### src/design/trace_pkg.sv
//////////////////////////////
// shared widths, stage indices and slot payloads of the trace unit
// every design file refers to these by scoped name
//////////////////////////////

package trace_pkg;

    //////////////////////////////
    // widths and depths
    //////////////////////////////

    // trace id, one per accepted fetch, wraps at ID_DEPTH
    localparam int ID_W = 6;
    localparam int ID_DEPTH = 64;

    // free running cycle stamp, wraps
    localparam int STAMP_W = 16;

    // instruction word and the opcode field at its low end
    localparam int INSTR_W = 32;
    localparam int OPC_W = 7;

    // stall cycle count, saturates at all ones
    localparam int STALL_W = 8;

    // configuration port
    localparam int CFG_ADDR_W = 2;
    localparam int CFG_DATA_W = 16;

    // configuration register map
    localparam logic [CFG_ADDR_W-1:0] CFG_ADDR_ENABLE = 2'd0;
    localparam logic [CFG_ADDR_W-1:0] CFG_ADDR_MASK = 2'd1;
    localparam logic [CFG_ADDR_W-1:0] CFG_ADDR_VALUE = 2'd2;

    //////////////////////////////
    // pipeline stages
    //////////////////////////////

    // fetch, decode, execute, memory, write-back
    localparam int NUM_STAGES = 5;
    localparam int ST_F = 0;
    localparam int ST_D = ST_F + 1;
    localparam int ST_E = ST_F + 2;
    localparam int ST_M = ST_F + 3;
    localparam int ST_W = NUM_STAGES - 1;

    //////////////////////////////
    // slot payloads
    //////////////////////////////

    // written in the fetch accept cycle, 48 bits
    typedef struct packed {
        logic [INSTR_W-1:0] instr;
        logic [STAMP_W-1:0] fetch_stamp;
    } fetch_slot_t;

    // written on the decode to execute move, 40 bits
    typedef struct packed {
        logic [STAMP_W-1:0] decode_stamp;
        logic [STAMP_W-1:0] exec_stamp;
        logic [STALL_W-1:0] stall_cycles;
    } issue_slot_t;

endpackage

### src/design/trace_cfg_regs.sv
//////////////////////////////
// configuration registers of the trace unit, written by a single strobe
// enable at address 0, opcode mask at 1, opcode value at 2
//////////////////////////////

`timescale 1ns/1ps

module trace_cfg_regs (
    input  logic                                clk,
    input  logic                                rst,
    input  logic                                cfg_strobe,
    input  logic [trace_pkg::CFG_ADDR_W-1:0]    cfg_addr,
    input  logic [trace_pkg::CFG_DATA_W-1:0]    cfg_wdata,
    output logic                                trace_enable,
    output logic [trace_pkg::OPC_W-1:0]         opc_mask,
    output logic [trace_pkg::OPC_W-1:0]         opc_value
);

    // one write enable per register
    logic wr_enable;
    logic wr_mask;
    logic wr_value;

    assign wr_enable = cfg_strobe && (cfg_addr == trace_pkg::CFG_ADDR_ENABLE);
    assign wr_mask = cfg_strobe && (cfg_addr == trace_pkg::CFG_ADDR_MASK);
    assign wr_value = cfg_strobe && (cfg_addr == trace_pkg::CFG_ADDR_VALUE);

    // address 3 is not mapped, writes there are dropped
    // new values are seen by the reporter from the next cycle
    always_ff @(posedge clk) begin
        if (rst) begin
            // tracing off, filter passes every opcode
            trace_enable <= 1'b0;
            opc_mask <= '0;
            opc_value <= '0;
        end else begin
            if (wr_enable) begin
                trace_enable <= cfg_wdata[0];
            end
            if (wr_mask) begin
                opc_mask <= cfg_wdata[trace_pkg::OPC_W-1:0];
            end
            if (wr_value) begin
                opc_value <= cfg_wdata[trace_pkg::OPC_W-1:0];
            end
        end
    end

endmodule

### config.mk
export PLATFORM = sky130hd
export DESIGN_NAME = trace_cfg_regs
export DESIGN_NICKNAME = d
export VERILOG_FILES = /design/src/design/trace_pkg.sv /design/src/design/trace_cfg_regs.sv
export SDC_FILE = /design/constraint.sdc
export NUM_CORES = 1
export LEC_CHECK = 0
export BUFFER_PORTS_ARGS = -buffer_cell sky130_fd_sc_hd__buf_4
export CAP_MARGIN = 20
export CORE_AREA = 2 2 43 45
export CTS_CLUSTER_SIZE = 30
export DETAILED_ROUTE_END_ITERATION = 12
export DIE_AREA = 0 0 45 47
export HOLD_SLACK_MARGIN = 0.08
export PLACE_DENSITY = 0.72
export SLEW_MARGIN = 5
export SYNTH_ARGS = -nofsm -noshare
export SYNTH_HDL_FRONTEND = slang
export SYNTH_SLANG_ARGS = --single-unit
export TNS_END_PERCENT = 1
### constraint.sdc
create_clock -name clk -period 0.9 [get_ports clk]
set_input_delay 0.09 -clock clk [delete_from_list [all_inputs] [get_ports clk]]
set_output_delay 0.09 -clock clk [all_outputs]
set_load 0.01 [all_outputs]
After elaboration in Yosys (flattened, before gate mapping)
Cells that the tools add are included.
{ "word_totals": {"regBits": 15, "out_inout_bits": 15} }
{ "classes": {"n_reduce_logical": 4, "n_eq_ne": 2} }
{ "ops": {"columns": ["cell", "n"], "rows": [
  ["$logic_and A1 B1 Y1", 3],
  ["$eq A2 B1 Y1 const B", 1],
  ["$eq A2 B2 Y1 const B", 1],
  ["$logic_not A2 Y1", 1]
]} }

Depth between registers and ports, before layout
{ "logic_depth": {"word_depth": 2, "mapped_depth": 3, "depth_no_buf": 2} }

Least setup slack after synthesis
OpenSTA, ideal clock, no wires.
{ "synth_path": {"path_type": "input -> register", "from": "input cfg_addr[0] (netlist bit)", "to": "register opc_value[0] (netlist bit)", "cell_stages": 3, "setup_slack_ns": 0.247, "path_buffers": 1, "arrival_ns": 0.581, "cell_sequence": "and3b_1 buf_6 mux2i_1"} }
{ "synth_between": {"elab_chain_cells": 2} }
{ "synth_lines": {"columns": ["element", "line_no", "rtl"], "rows": [
  ["start, declared", "trace_cfg_regs.sv:12", "input logic [trace_pkg::CFG_ADDR_W-1:0] cfg_addr,"],
  ["$eq A2 B2 Y1", "trace_cfg_regs.sv:26", "assign wr_value = cfg_strobe && (cfg_addr == trace_pkg::CFG_ADDR_VALUE);"],
  ["$logic_and A1 B1 Y1", "trace_cfg_regs.sv:26", null],
  ["end signal, assigned", "trace_cfg_regs.sv:44", "opc_value <= cfg_wdata[trace_pkg::OPC_W-1:0];"],
  ["end, declared", "trace_cfg_regs.sv:16", "output logic [trace_pkg::OPC_W-1:0] opc_value"]
]} }
No other way between the ends.
A chain may end at the register's enable or synchronous reset.

Final worst setup path
{ "layout_path": {"from": "register opc_value[2] (netlist bit)", "to": "output opc_value[2] (netlist bit)"} }
No word-level cell between the ends.

==> run summary <==
GPL Wtd Cong = 0.669
Hold Crit Class = in -> reg
Vias in the first global route = 478
Vias = 491
Hold Path Depth = 3
Clock transition at the registers of the reported paths = 0.09 ns
Core footprint = 1650 um2
Max-slew violation count = 0
Cell depth of the worst flop-to-flop path = 2
Gate Count Post-Synth = 59
Antenna violations before repair = 0
Fin crit share = 0.926
Clock Sinks = 15
Min cycle time layout = 0.833 ns
Design area = 886 um2
Share of the synthesized area in the top cell type = 0.471
DR vias/cell = 4.63
Comb pwr share = 0.139
Synth area leader = dfxtp_1
RSZ-0062 raised after global routing = no
Outcome = complete, no violations
Critical path arrival = 0.74 ns
CP max FO = 2
DRT iter0 DRCs = 2
Most common cell in the netlist = nand2b_1
PortBufs = 26
Area delta synth->final = 38.8%
Clock root buffer = clkbuf_4
Final Hold Viols = 0
Yosys cell types = 9
Crit end category = output port
CTS resizes = 0
CP Data Required Time = 0.81 ns
Crit-path slowest cell = dfxtp_1
Flops & latches, synth = 15
Antenna Cells = 0
Initial Utilization = 0.386
Post-Route WL = 1130 um
H-tree depth = 1
Post-synth EDFFs = 0
Syn nets = 80
Fmax = 1200 MHz
Dpl cell area = 858 um2
Internal = 958 uW
Cell count along the critical path = 1
Switching power = 286 uW
Rows = 15
Ranking of synthesized cells by area = dfxtp_1 47%, mux2i_1 24%, nand2b_1 22%
Layout cells sized above 1 = 0.382
CP Launch Type = register
Switching portion of total power = 0.230
Sequential share of the synthesized area = 0.471
CTS tree = done
Chip height = 47 um
R2R Path Start = opc_value[1]
Mapped cell area = 638 um2
Max-Cap Viols = 0
Crit path from = opc_value[2]
Clk_lat worst skew = 0.27 ns
Hold Crit Start = cfg_addr[1]
DIE WIDTH = 45 um
# fillers = 165
Crit path max-delay family = flip-flops
Max Root-Sink Buffers = 2
Slew margin rel. = 0.851
First-pass GRT wire length = 1960 um
Sequential share of power = 0.562
Async S/R FF share, synth = 0
Setup TNS = 0 ns
Hold-fix buffers, CTS = 0
Syn Area/Cell = 10.8 um2
Most instantiated cells after synthesis = 22 x nand2b_1, 15 x dfxtp_1, 15 x mux2i_1
Setup violators final = 0
Largest net degree at the start of global routing = 23
HPWL Detailed = 863 um
Overflow after GRT = 0
Leakage power = 0.425 nW
Fin Hold WS = 0.0951 ns
VDD IR max = 1.13 mV
Drt drc = 0
Clock buffers created by TritonCTS = 3
Post-CTS Setup Inserts = 0
CP max stage delay = 0.35 ns
WL per Instance = 10.6 um
ANT nets after route = 0
IO Pins = 36
Clock network power share = 0.299
P per Cell Area = 1400 nW/um2
Tightest Pin Transition = 0.223 ns
Final Util = 0.536
Total Nets Final = 111
Path type of the worst setup path = reg -> out
Total number of yosys warnings = 0
Gr usage total = 0.128
Ys flop type = dfxtp_1
Setup Skew = 0 ns
Die area = 2120 um2
First drt pass iteration count = 4
Crit-path cells = buf_4
Worst path bufs/invs = 1
final timing paths:
path / to / slack (ns)
worst min-delay path: trace_enable / 0.1
worst max register to register: opc_value[1] / 0.31
worst min register to register: trace_enable / 0.48
worst max-delay path: opc_value[2] / 0.07
cell type report:
class                      instances  area (um2)  share of cell area
clock inverter                     1        5.00             0.00565
sequential                        15         300               0.339
multi-input combinational         40         312               0.352
timing repair buffer              30         225               0.254
tap                               17        21.3              0.0240
clock buffer                       3        22.5              0.0254
per-stage QoR:
step	power, mW	cells	setup slack (ns)
final	1.24	106	0.0667
after global routing	1.31	106	0.0137
after CTS	1.26	106	0.0500
after detailed placement	0.890	102	0.0556
after global placement	0.887	102	0.0480
after floorplan	0.801	59	0.247
placed cells by master (no fill, tap or decap), drive strengths merged:
cell,netlist,final
clkbuf,2,3
and3b,1,1
nor3b,1,1
mux2i,15,15
dfxtp,15,15
nand2b,22,22
clkinv,0,1
nand3b,1,1
buf,2,30
power by group through the flow:
stage	Sequential [mW]	Clock, mW	Combinational, mW
global route	0.703	0.420	0.189
global placement	0.714	0	0.173
CTS	0.699	0.386	0.177
finish	0.699	0.372	0.173
floorplan	0.725	0	0.0766
detailed placement	0.714	0	0.176
cells by family after synthesis:
group / synth area share
and+or+nand+nor: 0.253
muxes: 0.235
DFF: 0.471
buffers and inverters: 0.0412
per-layer routing:
metal	track usage	vias up	part of all wire
met2	0.200	17	0.45
met5	0	-	0
met1	0.167	216	0.46
met4	0.0529	0	0.0098
li1	-	256	-
met3	0.0346	2	0.088
registers in the layout, indices dropped and copies added (netlist names):
| register | flops |
|---|---|
| opc_value | 7 |
| opc_mask | 7 |
| trace_enable | 1 |
Power figures use the tool's default switching activity.
