<file path="config.mk">
export PLATFORM = sky130hd
export DESIGN_NAME = trace_slot_ram
export DESIGN_NICKNAME = d
export VERILOG_FILES = /design/src/design/trace_pkg.sv /design/src/design/trace_slot_ram.sv
export SDC_FILE = /design/constraint.sdc
export NUM_CORES = 2
export LEC_CHECK = 0
export BUFFER_PORTS_ARGS = -buffer_cell sky130_fd_sc_hd__buf_2
export CAP_MARGIN = 10
export CORE_MARGIN = 1
export CORE_UTILIZATION = 45
export CTS_CLUSTER_DIAMETER = 40
export DETAILED_ROUTE_END_ITERATION = 10
export PLACE_DENSITY = 0.71
export SYNTH_ARGS = -nofsm -noshare
export SYNTH_HDL_FRONTEND = slang
export SYNTH_SLANG_ARGS = --single-unit
</file>
<file path="constraint.sdc">
create_clock -name clk -period 5.4 [get_ports clk]
set_clock_uncertainty 0.05 [all_clocks]
set_input_delay 1.08 -clock clk [delete_from_list [all_inputs] [get_ports clk]]
set_output_delay 1.08 -clock clk [all_outputs]
set_load 0.1 [all_outputs]
</file>
<file path="src/design/trace_pkg.sv">
//////////////////////////////
// shared widths, stage indices and slot payloads of the trace unit
// every design file refers to these by scoped name
//////////////////////////////

package trace_pkg;

    //////////////////////////////
    // widths and depths
    //////////////////////////////

    // trace id, one per accepted fetch, wraps at ID_DEPTH
    localparam int ID_W = 6;
    localparam int ID_DEPTH = 64;

    // free running cycle stamp, wraps
    localparam int STAMP_W = 16;

    // instruction word and the opcode field at its low end
    localparam int INSTR_W = 32;
    localparam int OPC_W = 7;

    // stall cycle count, saturates at all ones
    localparam int STALL_W = 8;

    // configuration port
    localparam int CFG_ADDR_W = 2;
    localparam int CFG_DATA_W = 16;

    // configuration register map
    localparam logic [CFG_ADDR_W-1:0] CFG_ADDR_ENABLE = 2'd0;
    localparam logic [CFG_ADDR_W-1:0] CFG_ADDR_MASK = 2'd1;
    localparam logic [CFG_ADDR_W-1:0] CFG_ADDR_VALUE = 2'd2;

    //////////////////////////////
    // pipeline stages
    //////////////////////////////

    // fetch, decode, execute, memory, write-back
    localparam int NUM_STAGES = 5;
    localparam int ST_F = 0;
    localparam int ST_D = ST_F + 1;
    localparam int ST_E = ST_F + 2;
    localparam int ST_M = ST_F + 3;
    localparam int ST_W = NUM_STAGES - 1;

    //////////////////////////////
    // slot payloads
    //////////////////////////////

    // written in the fetch accept cycle, 48 bits
    typedef struct packed {
        logic [INSTR_W-1:0] instr;
        logic [STAMP_W-1:0] fetch_stamp;
    } fetch_slot_t;

    // written on the decode to execute move, 40 bits
    typedef struct packed {
        logic [STAMP_W-1:0] decode_stamp;
        logic [STAMP_W-1:0] exec_stamp;
        logic [STALL_W-1:0] stall_cycles;
    } issue_slot_t;

endpackage

</file>
<file path="src/design/trace_slot_ram.sv">
//////////////////////////////
// id-indexed slot store, one write and one registered read port
// the payload type is chosen per instance
//////////////////////////////

`timescale 1ns/1ps

module trace_slot_ram #(
    parameter type payload_t = trace_pkg::fetch_slot_t
) (
    input  logic                        clk,
    input  logic                        wr,
    input  logic [trace_pkg::ID_W-1:0]  wr_id,
    input  payload_t                    wr_data,
    input  logic [trace_pkg::ID_W-1:0]  rd_id,
    output payload_t                    rd_data
);

    // one slot per trace id
    payload_t mem [trace_pkg::ID_DEPTH];

    // slots of flushed ids are simply overwritten
    // when the id comes round again
    always_ff @(posedge clk) begin
        if (wr) begin
            mem[wr_id] <= wr_data;
        end
    end

    // read data is valid the cycle after rd_id,
    // ids in flight never collide with the write id
    always_ff @(posedge clk) begin
        rd_data <= mem[rd_id];
    end

endmodule

</file>
# After elaboration in Yosys (flattened, before gate mapping)
# Memories as Yosys holds them, arrays and structs flattened. A register that Yosys moved wholly into a read port is not among the register bits.
# Cells that the tools add are included.
op_classes:
  mux: 2
op_table:
  columns: ["operator", "count"]
  rows:
  - ["two-way mux 1 bit", 2]
word_totals:
  wordCells: 3
  mem_bits_rw: 3072
  in_bits: 62
  out_inout_bits: 48
  reg_bits: 0
  memories: 1
memory_table:
  columns: ["name", "words", "word_bits", "rd", "rd_ports_with_merged_regs", "write_ports", "line_no", "source"]
  rows:
  - ["mem", 64, 48, 1, 1, 1, "trace_slot_ram.sv:20", "payload_t mem [trace_pkg::ID_DEPTH];"]

# Longest topological paths before layout
depth:
  word_depth: 2
  mapped_depth: 9
  depth_no_buf: 5

# Worst setup path before layout
# OpenSTA, ideal clock, no wires.
synth_path:
  path_kind: "input to register"
  from: "in wr_id[3] (netlist name)"
  to: "mem mem[48][0] (netlist name), enable pin"
  path_buffers: 1
  arrival_time_ns: 4.852
  path_slack_ns: -0.015
  setup_time_ns: 0.513
  required_time_ns: 4.837
  cell_stages: 4
  cell_sequence: "clkbuf_1 > nor2b_1 > nand4b_1 > nor3_1"
synth_rtl:
  columns: ["item", "line_no", "source"]
  rows:
  - ["start, declared", "trace_slot_ram.sv:13", "input logic [trace_pkg::ID_W-1:0] wr_id,"]
  - ["end, declared", "trace_slot_ram.sv:20", null]
# Straight into the memory's write port.

==> flow_metrics.env <==
export IMPL_dr_wl_met2_um=146300
export IMPL_start_kind="input port"
export IMPL_power_total_uw=54050
export IMPL_antenna_found_initial=31
export IMPL_synth_seq_cells=3120
export IMPL_hold_viol=0
export IMPL_final_antenna_net_count=0
export IMPL_cts_resized_gates=0
export IMPL_synth_area_um2=117100
export IMPL_clockBufferDepth=4
export IMPL_required_ps=6170
export IMPL_crit_arrival_ps=4060
export IMPL_slew_headroom_pct=18.48
export IMPL_core_area_um2=257900
export IMPL_grt_pass1_wl_um=436300
export IMPL_holdCritPathClass="reg -> reg"
export IMPL_netlist_instances=4970
export IMPL_crit_chain="buf_8 -> buf_12 -> buf_12 -> mux4_2 -> a22o_1 -> a221oi_1 -> a221oi_1"
export IMPL_synth_adder_area_share_pct=0
export IMPL_numClockSinks=3120
export IMPL_crit_slowest_cell="a221oi_1"
export IMPL_p_leak_uw=0.04218
export IMPL_synth_mux_area_share_pct=15.15
export IMPL_wl_um=309700
export IMPL_yosysMostFrequentCell="edfxtp_1"
export IMPL_cts_hold_buf=0
export IMPL_routed_wl_met3_um=37110
export IMPL_die_h_um=512.2
export IMPL_cp_max_fo=71
export IMPL_min_period_ps=3298
export IMPL_grt_pass1_vias=58250
export IMPL_wl_met1_um=114900
export IMPL_ys_warn_count=0
export IMPL_area_delta_synth_final_pct=15.38
export IMPL_clk_latency_ps=970
export IMPL_fmax_mhz=303.3
export IMPL_num_vias=57750
export IMPL_ys_flop_type="edfxtp_1"
export IMPL_async_flop_share_pct=0
export IMPL_cp_end_kind="register"
export IMPL_ys_seq_area_share_pct=79.59
export IMPL_grt_use_total_pct=23.58
export IMPL_synth_compound_area_share_pct=3.024
export IMPL_synth_distinct_cells=36
export IMPL_yosys_area_top_type="edfxtp_1"
export IMPL_boundaryPins=110
export IMPL_dp_hpwl_um=168200
export IMPL_portBuffers=109
export IMPL_wl_per_cell_um=34.22
export IMPL_htree_num_levels=5
export IMPL_fin_crit_sh_pct=61.07
export IMPL_holdWs_ps=738.9
export IMPL_setup_ws_ps=2102
export IMPL_cts_setup_buffers=0
export IMPL_std_cell_rows=186
export IMPL_top_layer_used="met5"
export IMPL_numCtsBuffers=366
export IMPL_path_clk_slew_ps=70
export IMPL_dr_pass1_iters=6
export IMPL_via_per_inst=6.382
export IMPL_synth_top_family_by_area="multiplexers"
export IMPL_drc_errors=0
export IMPL_slew_viol_final=0
export IMPL_ir_drop_mv=0.4105
export IMPL_synth_top_area_share_pct=78.77
export IMPL_root_buffer="clkbuf_16"
export IMPL_path_class="in -> reg"
export IMPL_gp_congestion=0.8259
export IMPL_synth_xor_area_share_pct=0
export IMPL_tightest_slew_ps=1223
export IMPL_max_stage_delay_ps=680
export IMPL_yosys_top_cells_count="edfxtp_1, mux4_2, nor2_1"
export IMPL_grt_max_degree=92
export IMPL_tns_ps=0
export IMPL_synth_edf_count=3072
export IMPL_synth_area_per_cell_um2=23.56
export IMPL_yosys_area_share_simple_pct=0.9572
export IMPL_power_density_nw_per_um2=400.0
export IMPL_die_area_um2=262300
export IMPL_syn_num_nets=5032
export IMPL_synth_area_top_cells="edfxtp_1, mux4_2, dfxtp_1"
export IMPL_initial_core_util_pct=45.42
export IMPL_cts_tree="built"
export IMPL_finalNetCount=5430
export IMPL_place_inst=8384
export IMPL_status="finished, final reports clean"
export IMPL_final_layout_size_suffix_gt1_share_pct=30.91
export IMPL_grt_ovfl_total=0
export IMPL_finalSetupViolations=0
export IMPL_dr_first_iter_drc_count=7981
export IMPL_fin_cells=9049
export IMPL_max_cap_viol_count=0
export IMPL_rsz0062_at_grt="no"
export IMPL_chipWidth_um=512.2
export IMPL_post_place_ws_ps=1177
-- critical path: cells and delay by family --
kind	cells	cell delay, ps
AO/OA/AOI/OAI	3	1130
buffers and inverters	3	1320
multiplexers	1	350
-- cell usage in the layout (no fill, tap or decap), types with 12 or more instances in the layout --
cell / count
clkinvlp_4: 22
nor2b_1: 19
a211oi_1: 32
clkinv_2: 43
clkinv_1: 27
mux2_2: 12
a21oi_1: 74
clkbuf_8: 12
inv_6: 51
clkbuf_1: 46
inv_8: 15
mux4_2: 754
edfxtp_1: 3072
mux2i_1: 63
buf_4: 157
a221oi_1: 83
a22o_1: 57
a22oi_1: 72
o22ai_1: 122
buf_12: 47
dfxtp_1: 48
nor2_1: 67
clkinv_4: 33
bufinv_16: 34
o221ai_1: 28
nand2_1: 54
nor2_4: 64
clkbuf_16: 368
buf_2: 106
-- final timing paths --
check                 to  cells past startpoint  slack (ps)   startpoint
max reg2reg  rd_data[13]                      5        3070  mem[55][13]
max          rd_data[40]                      7        2100     rd_id[1]
min          rd_data[36]                      4         740  mem[58][36]
min reg2reg  rd_data[36]                      4         740  mem[58][36]
-- metrics by stage --
stage | area (µm²) | utilization [%]
final | 135100 | 52.40
after global routing | 135100 | 52.40
after CTS | 135100 | 52.40
after detailed placement | 123100 | 47.73
after global placement | 123100 | 47.73
after floorplan | 117100 | -
-- logic make-up after synthesis --
family	count (synthesis)
DFF	3120
and+or+nand+nor	253
muxes	829
AOI/OAI and AO/OA	486
buffers and inverters	282
-- state kept, by name, indices dropped and copies added, names as in the netlist --
register	cells
mem	3072
rd_data	48
-- per-layer routing --
layer	vias to the layer above	global-route usage (%)
met3	665	5.860
met5	-	0
li1	22410	-
met1	30840	32.35
met4	12	8.496
met2	3822	36.81
-- final cells by class --
class	instances	area (µm²)
clock buffer	426	9547
timing repair buffer	312	2680
clock inverter	229	2476
antenna	10	25.02
multi-input combinational	1568	22960
fill	19030	122700
sequential	3120	93210
tap	3384	4234
-- power by group --
group	internal, µW	switching (µW)	leakage [µW]	total [µW]
sequential	26800	121	0.0280	26900
clock	14500	9940	0.00586	24400
combinational	845	1830	0.00828	2680
No activity file was read; power rests on OpenSTA's default activity.
