`src/design/trace_pkg.sv`:
```
//////////////////////////////
// shared widths, stage indices and slot payloads of the trace unit
// every design file refers to these by scoped name
//////////////////////////////

package trace_pkg;

    //////////////////////////////
    // widths and depths
    //////////////////////////////

    // trace id, one per accepted fetch, wraps at ID_DEPTH
    localparam int ID_W = 6;
    localparam int ID_DEPTH = 64;

    // free running cycle stamp, wraps
    localparam int STAMP_W = 16;

    // instruction word and the opcode field at its low end
    localparam int INSTR_W = 32;
    localparam int OPC_W = 7;

    // stall cycle count, saturates at all ones
    localparam int STALL_W = 8;

    // configuration port
    localparam int CFG_ADDR_W = 2;
    localparam int CFG_DATA_W = 16;

    // configuration register map
    localparam logic [CFG_ADDR_W-1:0] CFG_ADDR_ENABLE = 2'd0;
    localparam logic [CFG_ADDR_W-1:0] CFG_ADDR_MASK = 2'd1;
    localparam logic [CFG_ADDR_W-1:0] CFG_ADDR_VALUE = 2'd2;

    //////////////////////////////
    // pipeline stages
    //////////////////////////////

    // fetch, decode, execute, memory, write-back
    localparam int NUM_STAGES = 5;
    localparam int ST_F = 0;
    localparam int ST_D = ST_F + 1;
    localparam int ST_E = ST_F + 2;
    localparam int ST_M = ST_F + 3;
    localparam int ST_W = NUM_STAGES - 1;

    //////////////////////////////
    // slot payloads
    //////////////////////////////

    // written in the fetch accept cycle, 48 bits
    typedef struct packed {
        logic [INSTR_W-1:0] instr;
        logic [STAMP_W-1:0] fetch_stamp;
    } fetch_slot_t;

    // written on the decode to execute move, 40 bits
    typedef struct packed {
        logic [STAMP_W-1:0] decode_stamp;
        logic [STAMP_W-1:0] exec_stamp;
        logic [STALL_W-1:0] stall_cycles;
    } issue_slot_t;

endpackage

```
`src/design/stage_tag_pipe.sv`:
```
//////////////////////////////
// follows trace ids through the five pipeline stages under stall and flush
// keeps the cycle counter and raises the slot store write strobes
//////////////////////////////

`timescale 1ns/1ps

module stage_tag_pipe (
    input  logic                            clk,
    input  logic                            rst,
    input  logic                            fetch_strobe,
    input  logic                            stall,
    input  logic                            flush,
    output logic                            fetch_wr,
    output logic [trace_pkg::ID_W-1:0]      fetch_wr_id,
    output logic [trace_pkg::STAMP_W-1:0]   fetch_stamp,
    output logic                            issue_wr,
    output logic [trace_pkg::ID_W-1:0]      issue_wr_id,
    output logic [trace_pkg::STAMP_W-1:0]   decode_stamp,
    output logic [trace_pkg::STAMP_W-1:0]   exec_stamp,
    output logic [trace_pkg::STALL_W-1:0]   stall_cycles,
    output logic                            wb_valid,
    output logic [trace_pkg::ID_W-1:0]      wb_id,
    output logic [trace_pkg::STAMP_W-1:0]   wb_stamp
);

    //////////////////////////////
    // state
    //////////////////////////////

    // cycle counter, 0 in the first cycle out of reset
    logic [trace_pkg::STAMP_W-1:0] cycle_cnt;
    logic [trace_pkg::STAMP_W-1:0] stamp_next;

    // id handed to the next accepted fetch
    logic [trace_pkg::ID_W-1:0] next_id;

    // the fetch stage is the accept cycle itself,
    // decode through write-back are registered
    logic [trace_pkg::ST_W:trace_pkg::ST_D] vld_q;
    logic [trace_pkg::ID_W-1:0] id_q [trace_pkg::ST_D:trace_pkg::ST_W];

    // decode entry stamp and stall count of the decode instruction
    logic [trace_pkg::STAMP_W-1:0] dec_stamp_q;
    logic [trace_pkg::STALL_W-1:0] stall_cnt_q;

    // stage moves for this cycle
    logic fetch_acc;
    logic issue_go;

    // flush wins over stall, both block a new fetch
    assign fetch_acc = fetch_strobe && !stall && !flush;
    // decode moves on only when neither stall nor flush is up
    assign issue_go = vld_q[trace_pkg::ST_D] && !stall && !flush;
    // the cycle after this one
    assign stamp_next = cycle_cnt + 1'b1;

    //////////////////////////////
    // counters
    //////////////////////////////

    always_ff @(posedge clk) begin
        if (rst) begin
            cycle_cnt <= '0;
        end else begin
            cycle_cnt <= stamp_next;
        end
    end

    // wraps past ID_DEPTH-1 by width
    always_ff @(posedge clk) begin
        if (rst) begin
            next_id <= '0;
        end else if (fetch_acc) begin
            next_id <= next_id + 1'b1;
        end
    end

    //////////////////////////////
    // stage valid bits
    //////////////////////////////

    always_ff @(posedge clk) begin
        if (rst) begin
            vld_q <= '0;
        end else begin
            // flush empties decode, stall holds it
            if (flush) begin
                vld_q[trace_pkg::ST_D] <= 1'b0;
            end else if (!stall) begin
                vld_q[trace_pkg::ST_D] <= fetch_acc;
            end
            // a stall or flush puts a bubble into execute
            vld_q[trace_pkg::ST_E] <= issue_go;
            // memory and write-back always advance
            for (int s = trace_pkg::ST_M; s <= trace_pkg::ST_W; s++) begin
                vld_q[s] <= vld_q[s-1];
            end
        end
    end

    //////////////////////////////
    // ids, decode stamp and stall count
    //////////////////////////////

    always_ff @(posedge clk) begin
        if (!stall) begin
            // new decode entry, first decode cycle is the next one
            id_q[trace_pkg::ST_D] <= next_id;
            dec_stamp_q <= stamp_next;
            stall_cnt_q <= '0;
        end else if (vld_q[trace_pkg::ST_D] && !flush && (stall_cnt_q != '1)) begin
            // held in decode, count the lost cycle and saturate
            stall_cnt_q <= stall_cnt_q + 1'b1;
        end
        // the id moves along, the valid bits say whether it counts
        id_q[trace_pkg::ST_E] <= id_q[trace_pkg::ST_D];
        for (int s = trace_pkg::ST_M; s <= trace_pkg::ST_W; s++) begin
            id_q[s] <= id_q[s-1];
        end
    end

    //////////////////////////////
    // write strobes and write-back view
    //////////////////////////////

    // fetch slot is written in the accept cycle
    assign fetch_wr = fetch_acc;
    assign fetch_wr_id = next_id;
    assign fetch_stamp = cycle_cnt;

    // issue slot is written on the decode to execute move,
    // execute starts in the next cycle
    assign issue_wr = issue_go;
    assign issue_wr_id = id_q[trace_pkg::ST_D];
    assign decode_stamp = dec_stamp_q;
    assign exec_stamp = stamp_next;
    assign stall_cycles = stall_cnt_q;

    // retire stamp is the record cycle, one after write-back
    assign wb_valid = vld_q[trace_pkg::ST_W];
    assign wb_id = id_q[trace_pkg::ST_W];
    assign wb_stamp = stamp_next;

endmodule

```
`config.mk`:
```
export PLATFORM = sky130hd
export DESIGN_NAME = stage_tag_pipe
export DESIGN_NICKNAME = d
export VERILOG_FILES = /design/src/design/trace_pkg.sv /design/src/design/stage_tag_pipe.sv
export SDC_FILE = /design/constraint.sdc
export NUM_CORES = 1
export LEC_CHECK = 0
export CORE_ASPECT_RATIO = 2
export CORE_MARGIN = 3
export CORE_UTILIZATION = 40
export DETAILED_ROUTE_END_ITERATION = 12
export DONT_BUFFER_PORTS = 1
export SLEW_MARGIN = 40
export SYNTH_ARGS = -nofsm -noshare
export SYNTH_HDL_FRONTEND = slang
export SYNTH_SLANG_ARGS = --single-unit
```
`constraint.sdc`:
```
create_clock -name clk -period 1.5 [get_ports clk]
set_input_delay 0 -clock clk [delete_from_list [all_inputs] [get_ports clk]]
set_output_delay 0 -clock clk [all_outputs]
set_load 0.1 [all_outputs]
```
== Yosys cells after proc, flatten, opt, wreduce, memory -nomap -nowiden ==
Memories as Yosys holds them, arrays and structs flattened.
Index checks and enable logic that the tools add are counted.

* Memories: 1
* Flip-flop bits (word level): 50
* Bits in writable memories: 24
* Bits of input ports: 5
* Logic and storage cells: 21
* Output and inout bits: 93

{| class="wikitable"
|+ Memories
! memory !! depth !! bits a word !! rd ports !! clocked after memory_dff !! write ports !! line !! source
|-
| id_q || 4 || 6 || 4 || 0 || 4 || stage_tag_pipe.sv:41 || <nowiki>logic [trace_pkg::ID_W-1:0] id_q [trace_pkg::ST_D:trace_pkg::ST_W];</nowiki>
|}

* Eq/ne operators: 1
* Mux-type cells: 1
* Reduce and logical (&&, ||, !) cells: 9
* Add/sub/neg operators: 3

{| class="wikitable"
|+ Operator list
! cell !! count
|-
| $add A16 B1 Y16 const B || 1
|-
| $add A8 B1 Y8 const B || 1
|-
| $ne A8 B8 Y1 const B || 1
|-
| $add A6 B1 Y6 const B || 1
|-
| $logic_and A1 B1 Y1 || 6
|-
| $logic_not A1 Y1 || 2
|-
| $reduce_or A2 Y1 || 1
|-
| $mux W1 || 1
|}

== Depth between registers and ports, before layout ==
Gate-level depths: netlist of the first run.

* Word-level depth: 3
* Gate-level depth with buffers: 5
* Depth with buffers taken out: 4

== Worst setup path before layout of the first run ==
Ideal clock, no wire load.

* Path type: register to output
* From: register cycle_cnt, in the netlist fetch_stamp[0]
* To: output wb_stamp[14] (netlist name)
* Arrival: 3.940 ns
* Stages on the path, launching flop included: 6
* Required time: 1.500 ns
* Buffers on the path: 1
* Path slack: -2.440 ns
* Cells stage by stage: dfxtp_1 ha_1 nand3_1 nor4_2 xor2_1 buf_4

* Cells in the longest elaborated chain, start to end: 1

{| class="wikitable"
|+ Ends and longest elaborated chain
! what !! line !! source
|-
| from (decl) || stage_tag_pipe.sv:32 || <nowiki>logic [trace_pkg::STAMP_W-1:0] cycle_cnt;</nowiki>
|-
| from (signal assigned) || stage_tag_pipe.sv:66 || <nowiki>cycle_cnt <= stamp_next;</nowiki>
|-
| $add A16 B1 Y16 || stage_tag_pipe.sv:56 || <nowiki>assign stamp_next = cycle_cnt + 1'b1;</nowiki>
|-
| to (decl) || stage_tag_pipe.sv:24 || <nowiki>output logic [trace_pkg::STAMP_W-1:0] wb_stamp</nowiki>
|}

No other way between the ends.

== Final worst setup path of the first run ==
* From: register cycle_cnt, in the netlist fetch_stamp[1]
* To: output wb_stamp[11] (netlist name)

Same word-level chain as after synthesis.

==> results.ini, run 1 <==
[critical_path]
cp-end-kind=output port
slowest_stage=or4_4
critPathBufInv=2
crit_family=simple AND/OR/NAND/NOR gates
critical_path_class=flop to output port
critPathLaunchType=flop
max_stage_delay_ps=500
path_max_fanout=7
path_cells=nand3_4 -> buf_4 -> or4_4 -> nand2_4 -> buf_12
required_ps=1500
cp.arrival_ps=1850

[run_status]
outcome=finished with violations
violations=negative setup slack

[global_routing]
busiest_layer=met2
use_met2=0.340
antenna_found_initial=0
grt_overflow=0
use_met1=0.186
grt_max_degree=34
track_usage=0.186
grt_pass1_wl_mm=11.6
grt_util_met3=0.0526
grt_pass1_vias=2378

[placed_design]
place_ws_ps=-24.8
placed_area_sq_mm=0.00430
hpwl_mm=4.78
port_buffers=0
dp_cells=405
gp_congestion=0.719

[timing]
finalCriticalPeriod_ps=1850
hold_viol=0
slew_headroom=0.738
finalSetupViolations=35
skew_ps=3.33
rsz0062_at_grt=yes
setup_slack_ps=-346
clock.fmax_mhz=542
final.period_utilization=1.23
worst_slew_pin_slew_ps=394
slew_violations=0

[floorplan]
dieHeight_um=126
initial_core_util=0.415
die_x_um=66
io_pins=98
core-area_sq_mm=0.00694
dieArea_sq_mm=0.00832
row_count=43

[route]
postRouteWirelength_mm=7.18
wire_per_inst_um=15.6
drc_errors=0
drt_iter0_drc=78
vias=2244
via_per_inst=4.88
ant_nets=0
first_pass_iters=4

[synth]
synth_seq_cells=74
synth_cell_types=39
syn_area_per_cell_sq_um=11.5
synthesis.area_sq_mm=0.00288
synth_cells=250
synth_nets=258
seq_area_frac_synth=0.591
yosys_warnings=0

[clock_network]
insertion_delay_ps=330
cts_num_sinks=74
ctsHtreeMaxLevel=3
cts_buffers=9
path_clk_slew_ps=60
cts_max_path_buffers=2
cts_tree=built
cts-root-buf=clkbuf_16

[cells_and_area]
design_area_sq_mm=0.00506
finalNetCount=373
drive_above_1_share=0.614
diodes=0
stdcell_count=460
area_growth_pct=75.8
postLayoutCoreUtil=0.730

[pwr]
finalPower_mw=5.00
leakage_nw=2.20
irDropWorstVdd_mv=0.675
power_density_mw_per_mm2=987

[worst_hold_path]
hp-class=primary input to flop

[run]
cap_violations=0

## cell families after synthesis
logic type                 Yosys count  share of synthesized area
adders and majority gates            3                     0.0130
xor gates and xnor gates            11                     0.0334
and+or+nand+nor                     88                      0.182
AOI/OAI and AO/OA                   26                     0.0539
DFF                                 74                      0.591
buffers and inverters               37                     0.0851
muxes                               11                     0.0413
## cell usage after synthesis
master    instances  area (sq um)
dfxtp_1          52          1040
buf_4            28           210
edfxtp_1         22           661
nand2_1          18          67.6
a21oi_1          14          70.1
nor2b_1          13          81.3
nor2_1           11          41.3
nand3_1           8          40.0
nor3_1            8          40.0
xor2_1            7          61.3
mux2_2            6          67.6
inv_1             4          15.0
mux2i_1           4          40.0
nand4_1           4          25.0
nor4_2            4          50.1
o21ai_0           4          20.0
or3_1             4          25.0
xnor2_1           4          35.0
and3_1            3          18.8
and4b_1           3          30.0
ha_1              3          37.5
o31ai_1           3          22.5
or4_1             3          22.5
and4_1            2          17.5
buf_1             2          7.51
clkbuf_1          2          7.51
nand2b_1          2          12.5
a21boi_0          1          7.51
a21o_1            1          7.51
a311oi_1          1          8.76
and4bb_2          1          12.5
buf_2             1          5.00
mux2_1            1          11.3
nand3_2           1          10.0
nand3b_1          1          7.51
nand4_2           1          12.5
o2111a_1          1          11.3
o21bai_1          1          7.51
or3b_4            1          11.3
## flip-flops by register name, summed over array words and instances, names as in the netlist
signal,count
fetch_wr_id,6
fetch_stamp,16
vld_q,4
decode_stamp,16
stall_cycles,8
id_q,24
## final cells by class
type,count,area [sq um]
clock buffer,11,264
multi-input combinational,139,1410
inverter,4,18.8
clock inverter,5,41.3
fill,448,1880
sequential,74,1780
timing repair buffer,137,1440
tap,90,113
## per-layer routing
layer	part of all wire	vias up
met5	0	-
li1	-	1093
met2	0.58	63
met1	0.34	1076
met4	0.023	0
met3	0.053	12
## path summary, 6_finish.rpt
path	slack, ps	cells past startpoint	to	from
hold reg to reg	320	0	id_q[0][28]$_DFF_P_	id_q[0][22]$_DFF_P_
hold / removal	50	3	stall_cycles[4]$_SDFFE_PN0P_	stall
setup / recovery	-350	5	wb_stamp[11]	fetch_stamp[1]$_SDFF_PP0_
setup reg to reg	-130	7	fetch_stamp[15]$_SDFF_PP0_	fetch_stamp[10]$_SDFF_PP0_
## metrics by stage
| step | hold WS (ps) | TNS (ps) |
|---|---|---|
| after floorplan | 79.3 | -20940 |
| after global placement | 64.2 | 0 |
| after detailed placement | 66.0 | -83.3 |
| after CTS | 39.4 | -7310 |
| after global routing | 79.5 | -9270 |
| final | 50.3 | -7120 |
## power by group
| group | internal, mW | switching (mW) |
|---|---|---|
| combinational | 0.168 | 0.575 |
| sequential | 2.09 | 0.0294 |
| clock | 1.29 | 0.851 |
## layout by cell type (no fill, tap or decap), types with 3 or more instances in the layout
cell type and instances:
buf_4 89, dfxtp_1 24, buf_12 24, edfxtp_1 22
dfxtp_4 18, buf_6 18, a21oi_1 14, nor2b_1 13
nand2_1 11, nor2_1 10, clkbuf_16 10, dfxtp_2 10
xor2_4 7, mux2_4 7, nor3_1 6, nand3_4 5
nand4_1 4, nor4_4 4, nand3_1 4, mux2i_1 4
inv_1 3, nand2_4 3, nand2_8 3, or3_4 3
and4b_1 3, inv_6 3, dlygate4sd3_1 3
## worst reg2reg max path, delay by kind of cell, from the launching register on
| family | cells | cell delay (ps) |
|---|---|---|
| mux | 1 | 280 |
| flops | 1 | 360 |
| simple gates | 2 | 340 |
| buf+inv | 4 | 530 |
## timing repair
| action | in CTS | in global routing |
|---|---|---|
| hold buffers | 5 | 0 |
| resized for setup | 18 | 16 |
| setup endpoints to repair | 32 | 39 |
| pin swaps | 13 | 7 |
| hold endpoints to repair | 30 | 0 |
| setup buffers | 25 | 11 |
No activity file was read; power rests on OpenSTA's default activity.
==> run 2, diff against run 1 <==
--- a/config.mk
+++ b/config.mk
@@ -7,7 +7,7 @@
 export LEC_CHECK = 0
 export CORE_ASPECT_RATIO = 2
 export CORE_MARGIN = 3
-export CORE_UTILIZATION = 40
+export CORE_UTILIZATION = 30
 export DETAILED_ROUTE_END_ITERATION = 12
 export DONT_BUFFER_PORTS = 1
 export SLEW_MARGIN = 40
==> constraint.sdc (replaced) <==
create_clock -name clk -period 2.29 [get_ports clk]
set_input_delay 0.229 -clock clk [delete_from_list [all_inputs] [get_ports clk]]
set_output_delay 0.229 -clock clk [all_outputs]
set_load 0.1 [all_outputs]
==> results.ini, run 2 (synthesis results as in run 1) <==
[run_status]
outcome=complete, no violations  ; was finished with violations

[placed_design]
place_ws_ps=361  ; was -24.8 ps
gp_congestion=0.763  ; was 0.719
placed_area_sq_mm=0.00384  ; was 0.00430 sq mm
hpwl_mm=4.76  ; was 4.78 mm
dp_cells=386  ; was 405
port_buffers=0  ; unchanged

[cells_and_area]
layout_commonest_cell=buf_4  ; unchanged
finalNetCount=308  ; was 373
drive_above_1_share=0.430  ; was 0.614
largest_reg_flops=24  ; unchanged
diodes=0  ; unchanged
layout_common_cells=43 x buf_4, 37 x dfxtp_1, 22 x edfxtp_1  ; was 89 x buf_4, 24 x dfxtp_1, 24 x buf_12
top_register=id_q  ; unchanged
stdcell_count=409  ; was 460
area_growth_pct=46.6  ; was 75.8%
design_area_sq_mm=0.00422  ; was 0.00506 sq mm

[pwr]
power_density_mw_per_mm2=750  ; was 987 mW/mm^2
irDropWorstVdd_mv=0.439  ; was 0.675 mV
leakage_nw=1.77  ; was 2.20 nW

[timing]
setup_slack_ps=88.4  ; was -346 ps
slew_violations=0  ; unchanged
rsz0062_at_grt=no  ; was yes
final.period_utilization=0.961
finalHoldWorstSlack_ps=45.8  ; was 50.3 ps
finalCriticalPeriod_ps=2200
slew_headroom=0.402  ; was 0.738
skew_ps=6.08  ; was 3.33 ps
finalSetupViolations=0  ; was 35
worst_slew_pin_slew_ps=899  ; was 394 ps
clock.fmax_mhz=454
hold_viol=0  ; unchanged
setup_tns_ps=0  ; was -7120 ps

[route]
postRouteWirelength_mm=6.47  ; was 7.18 mm
wl_met2_mm=3.59  ; was 4.20 mm
first_pass_iters=4  ; unchanged
wl_met1_mm=2.27  ; was 2.44 mm
drc_errors=0  ; unchanged
vias=1996  ; was 2244
via_per_inst=4.88  ; about the same
wire_per_inst_um=15.8  ; was 15.6 um
drt_iter0_drc=76  ; was 78
routed.top_layer=met4  ; unchanged
wl_met3_um=422  ; was 378 um
ant_nets=0  ; unchanged

[clock_network]
ctsHtreeMaxLevel=3  ; unchanged
cts_num_sinks=74  ; unchanged
cts-root-buf=clkbuf_16  ; unchanged
cts_buffers=9  ; unchanged
insertion_delay_ps=330  ; about the same
cts_max_path_buffers=2  ; unchanged
cts_tree=built  ; unchanged
path_clk_slew_ps=60  ; about the same
cts_resized=0  ; was 18

[critical_path]
critPathBufInv=1  ; was 2
crit_family=simple AND/OR/NAND/NOR gates  ; unchanged
required_ps=2060  ; was 1500 ps
cp-end-kind=output port  ; unchanged
regToRegSetupSlack_ps=500  ; was -130 ps
critical_path_class=flop to output port  ; unchanged
path_max_fanout=7  ; unchanged
cp.arrival_ps=1970  ; was 1850 ps
max_stage_delay_ps=570  ; was 500 ps
slowest_stage=dfxtp_4  ; was or4_4
critPathLaunchType=flop  ; unchanged
path_cells=nand4_1 -> nor4_4 -> xor2_4 -> buf_12  ; was nand3_4 -> buf_4 -> or4_4 -> nand2_4 -> buf_12

[global_routing]
track_usage=0.130  ; was 0.186
grt_max_degree=24  ; was 34
grt_overflow=0  ; unchanged
grt_pass1_vias=2035  ; was 2378
grt_pass1_wl_mm=10.3  ; was 11.6 mm
antenna_found_initial=0  ; unchanged

[floorplan]
initial_core_util=0.307  ; was 0.415
die_x_um=75.3  ; was 66 um
dieArea_sq_mm=0.0109  ; was 0.00832 sq mm
core-area_sq_mm=0.00938  ; was 0.00694 sq mm
io_pins=98  ; unchanged
dieHeight_um=145  ; was 126 um
row_count=50  ; was 43

[run]
cap_violations=0  ; unchanged

[worst_hold_path]
hp-class=primary input to flop  ; unchanged

==> run 2: cell count changes in the layout (fill, tap and decap cells not counted), sizes merged <==
cell / before / now
buf: 133 / 68
clkinv: 1 / 4
inv: 7 / 4
clkbuf: 11 / 13
dlygate4sd3: 3 / 2
dlymetal6s4s: 1 / 0
==> run 2: worst register-to-register path: stages, from the launching register on <==
cell and delay [ps]:
dfxtp_4 570, nand4_1 210, nor4_4 390, buf_4 180
mux2_1 320
==> run 2: timing repair <==
action / 4_1_cts / 5_1_grt
buffers inserted: 0 / 2
endpoints found under the setup margin: 2 / 8
hold buffers: 3 / 0
pin swaps: 1 / 4
hold endpoints to repair: 19 / 0
==> run 2: final timing paths <==
kind	from	to	cells after the start
worst min-delay path	stall	stall_cycles[2]$_SDFFE_PN0P_	2
worst min register to register	id_q[0][21]$_DFF_P_	id_q[0][27]$_DFF_P_	0
worst max register to register	fetch_stamp[11]$_SDFF_PP0_	fetch_stamp[15]$_SDFF_PP0_	4
worst max-delay path	fetch_stamp[11]$_SDFF_PP0_	exec_stamp[15]	4
==> run 2: power by group <==
part | total (mW) | switching (mW) | internal [mW]
Sequential | 1.46 | 0.0820 | 1.38
Clock | 1.34 | 0.536 | 0.802
Combinational | 0.373 | 0.293 | 0.0796
==> run 2: per-stage QoR <==
stage | power [mW] | util
3_3_place_gp | 1.82 | 0.398
3_5_place_dp | 1.84 | 0.409
6_report | 3.17 | 0.450
4_1_cts | 3.20 | 0.444
5_1_grt | 3.29 | 0.450
2_1_floorplan | 1.80 | -
==> run 2: area by class of cell <==
type,instances,area (sq um)
Fill cell,845,5160
Tap cell,104,130
Clock buffer,11,254
Timing Repair Buffer,72,801
Clock inverter,5,38.8
Multi-Input combinational cell,139,1230
Sequential cell,74,1750
Inverter,4,17.5
==> run 2: routing by layer <==
layer	global-route usage	vias up
li1	-	965
met1	0.137	947
met3	0.0466	12
met4	0.0728	0
met5	0	-
met2	0.219	72
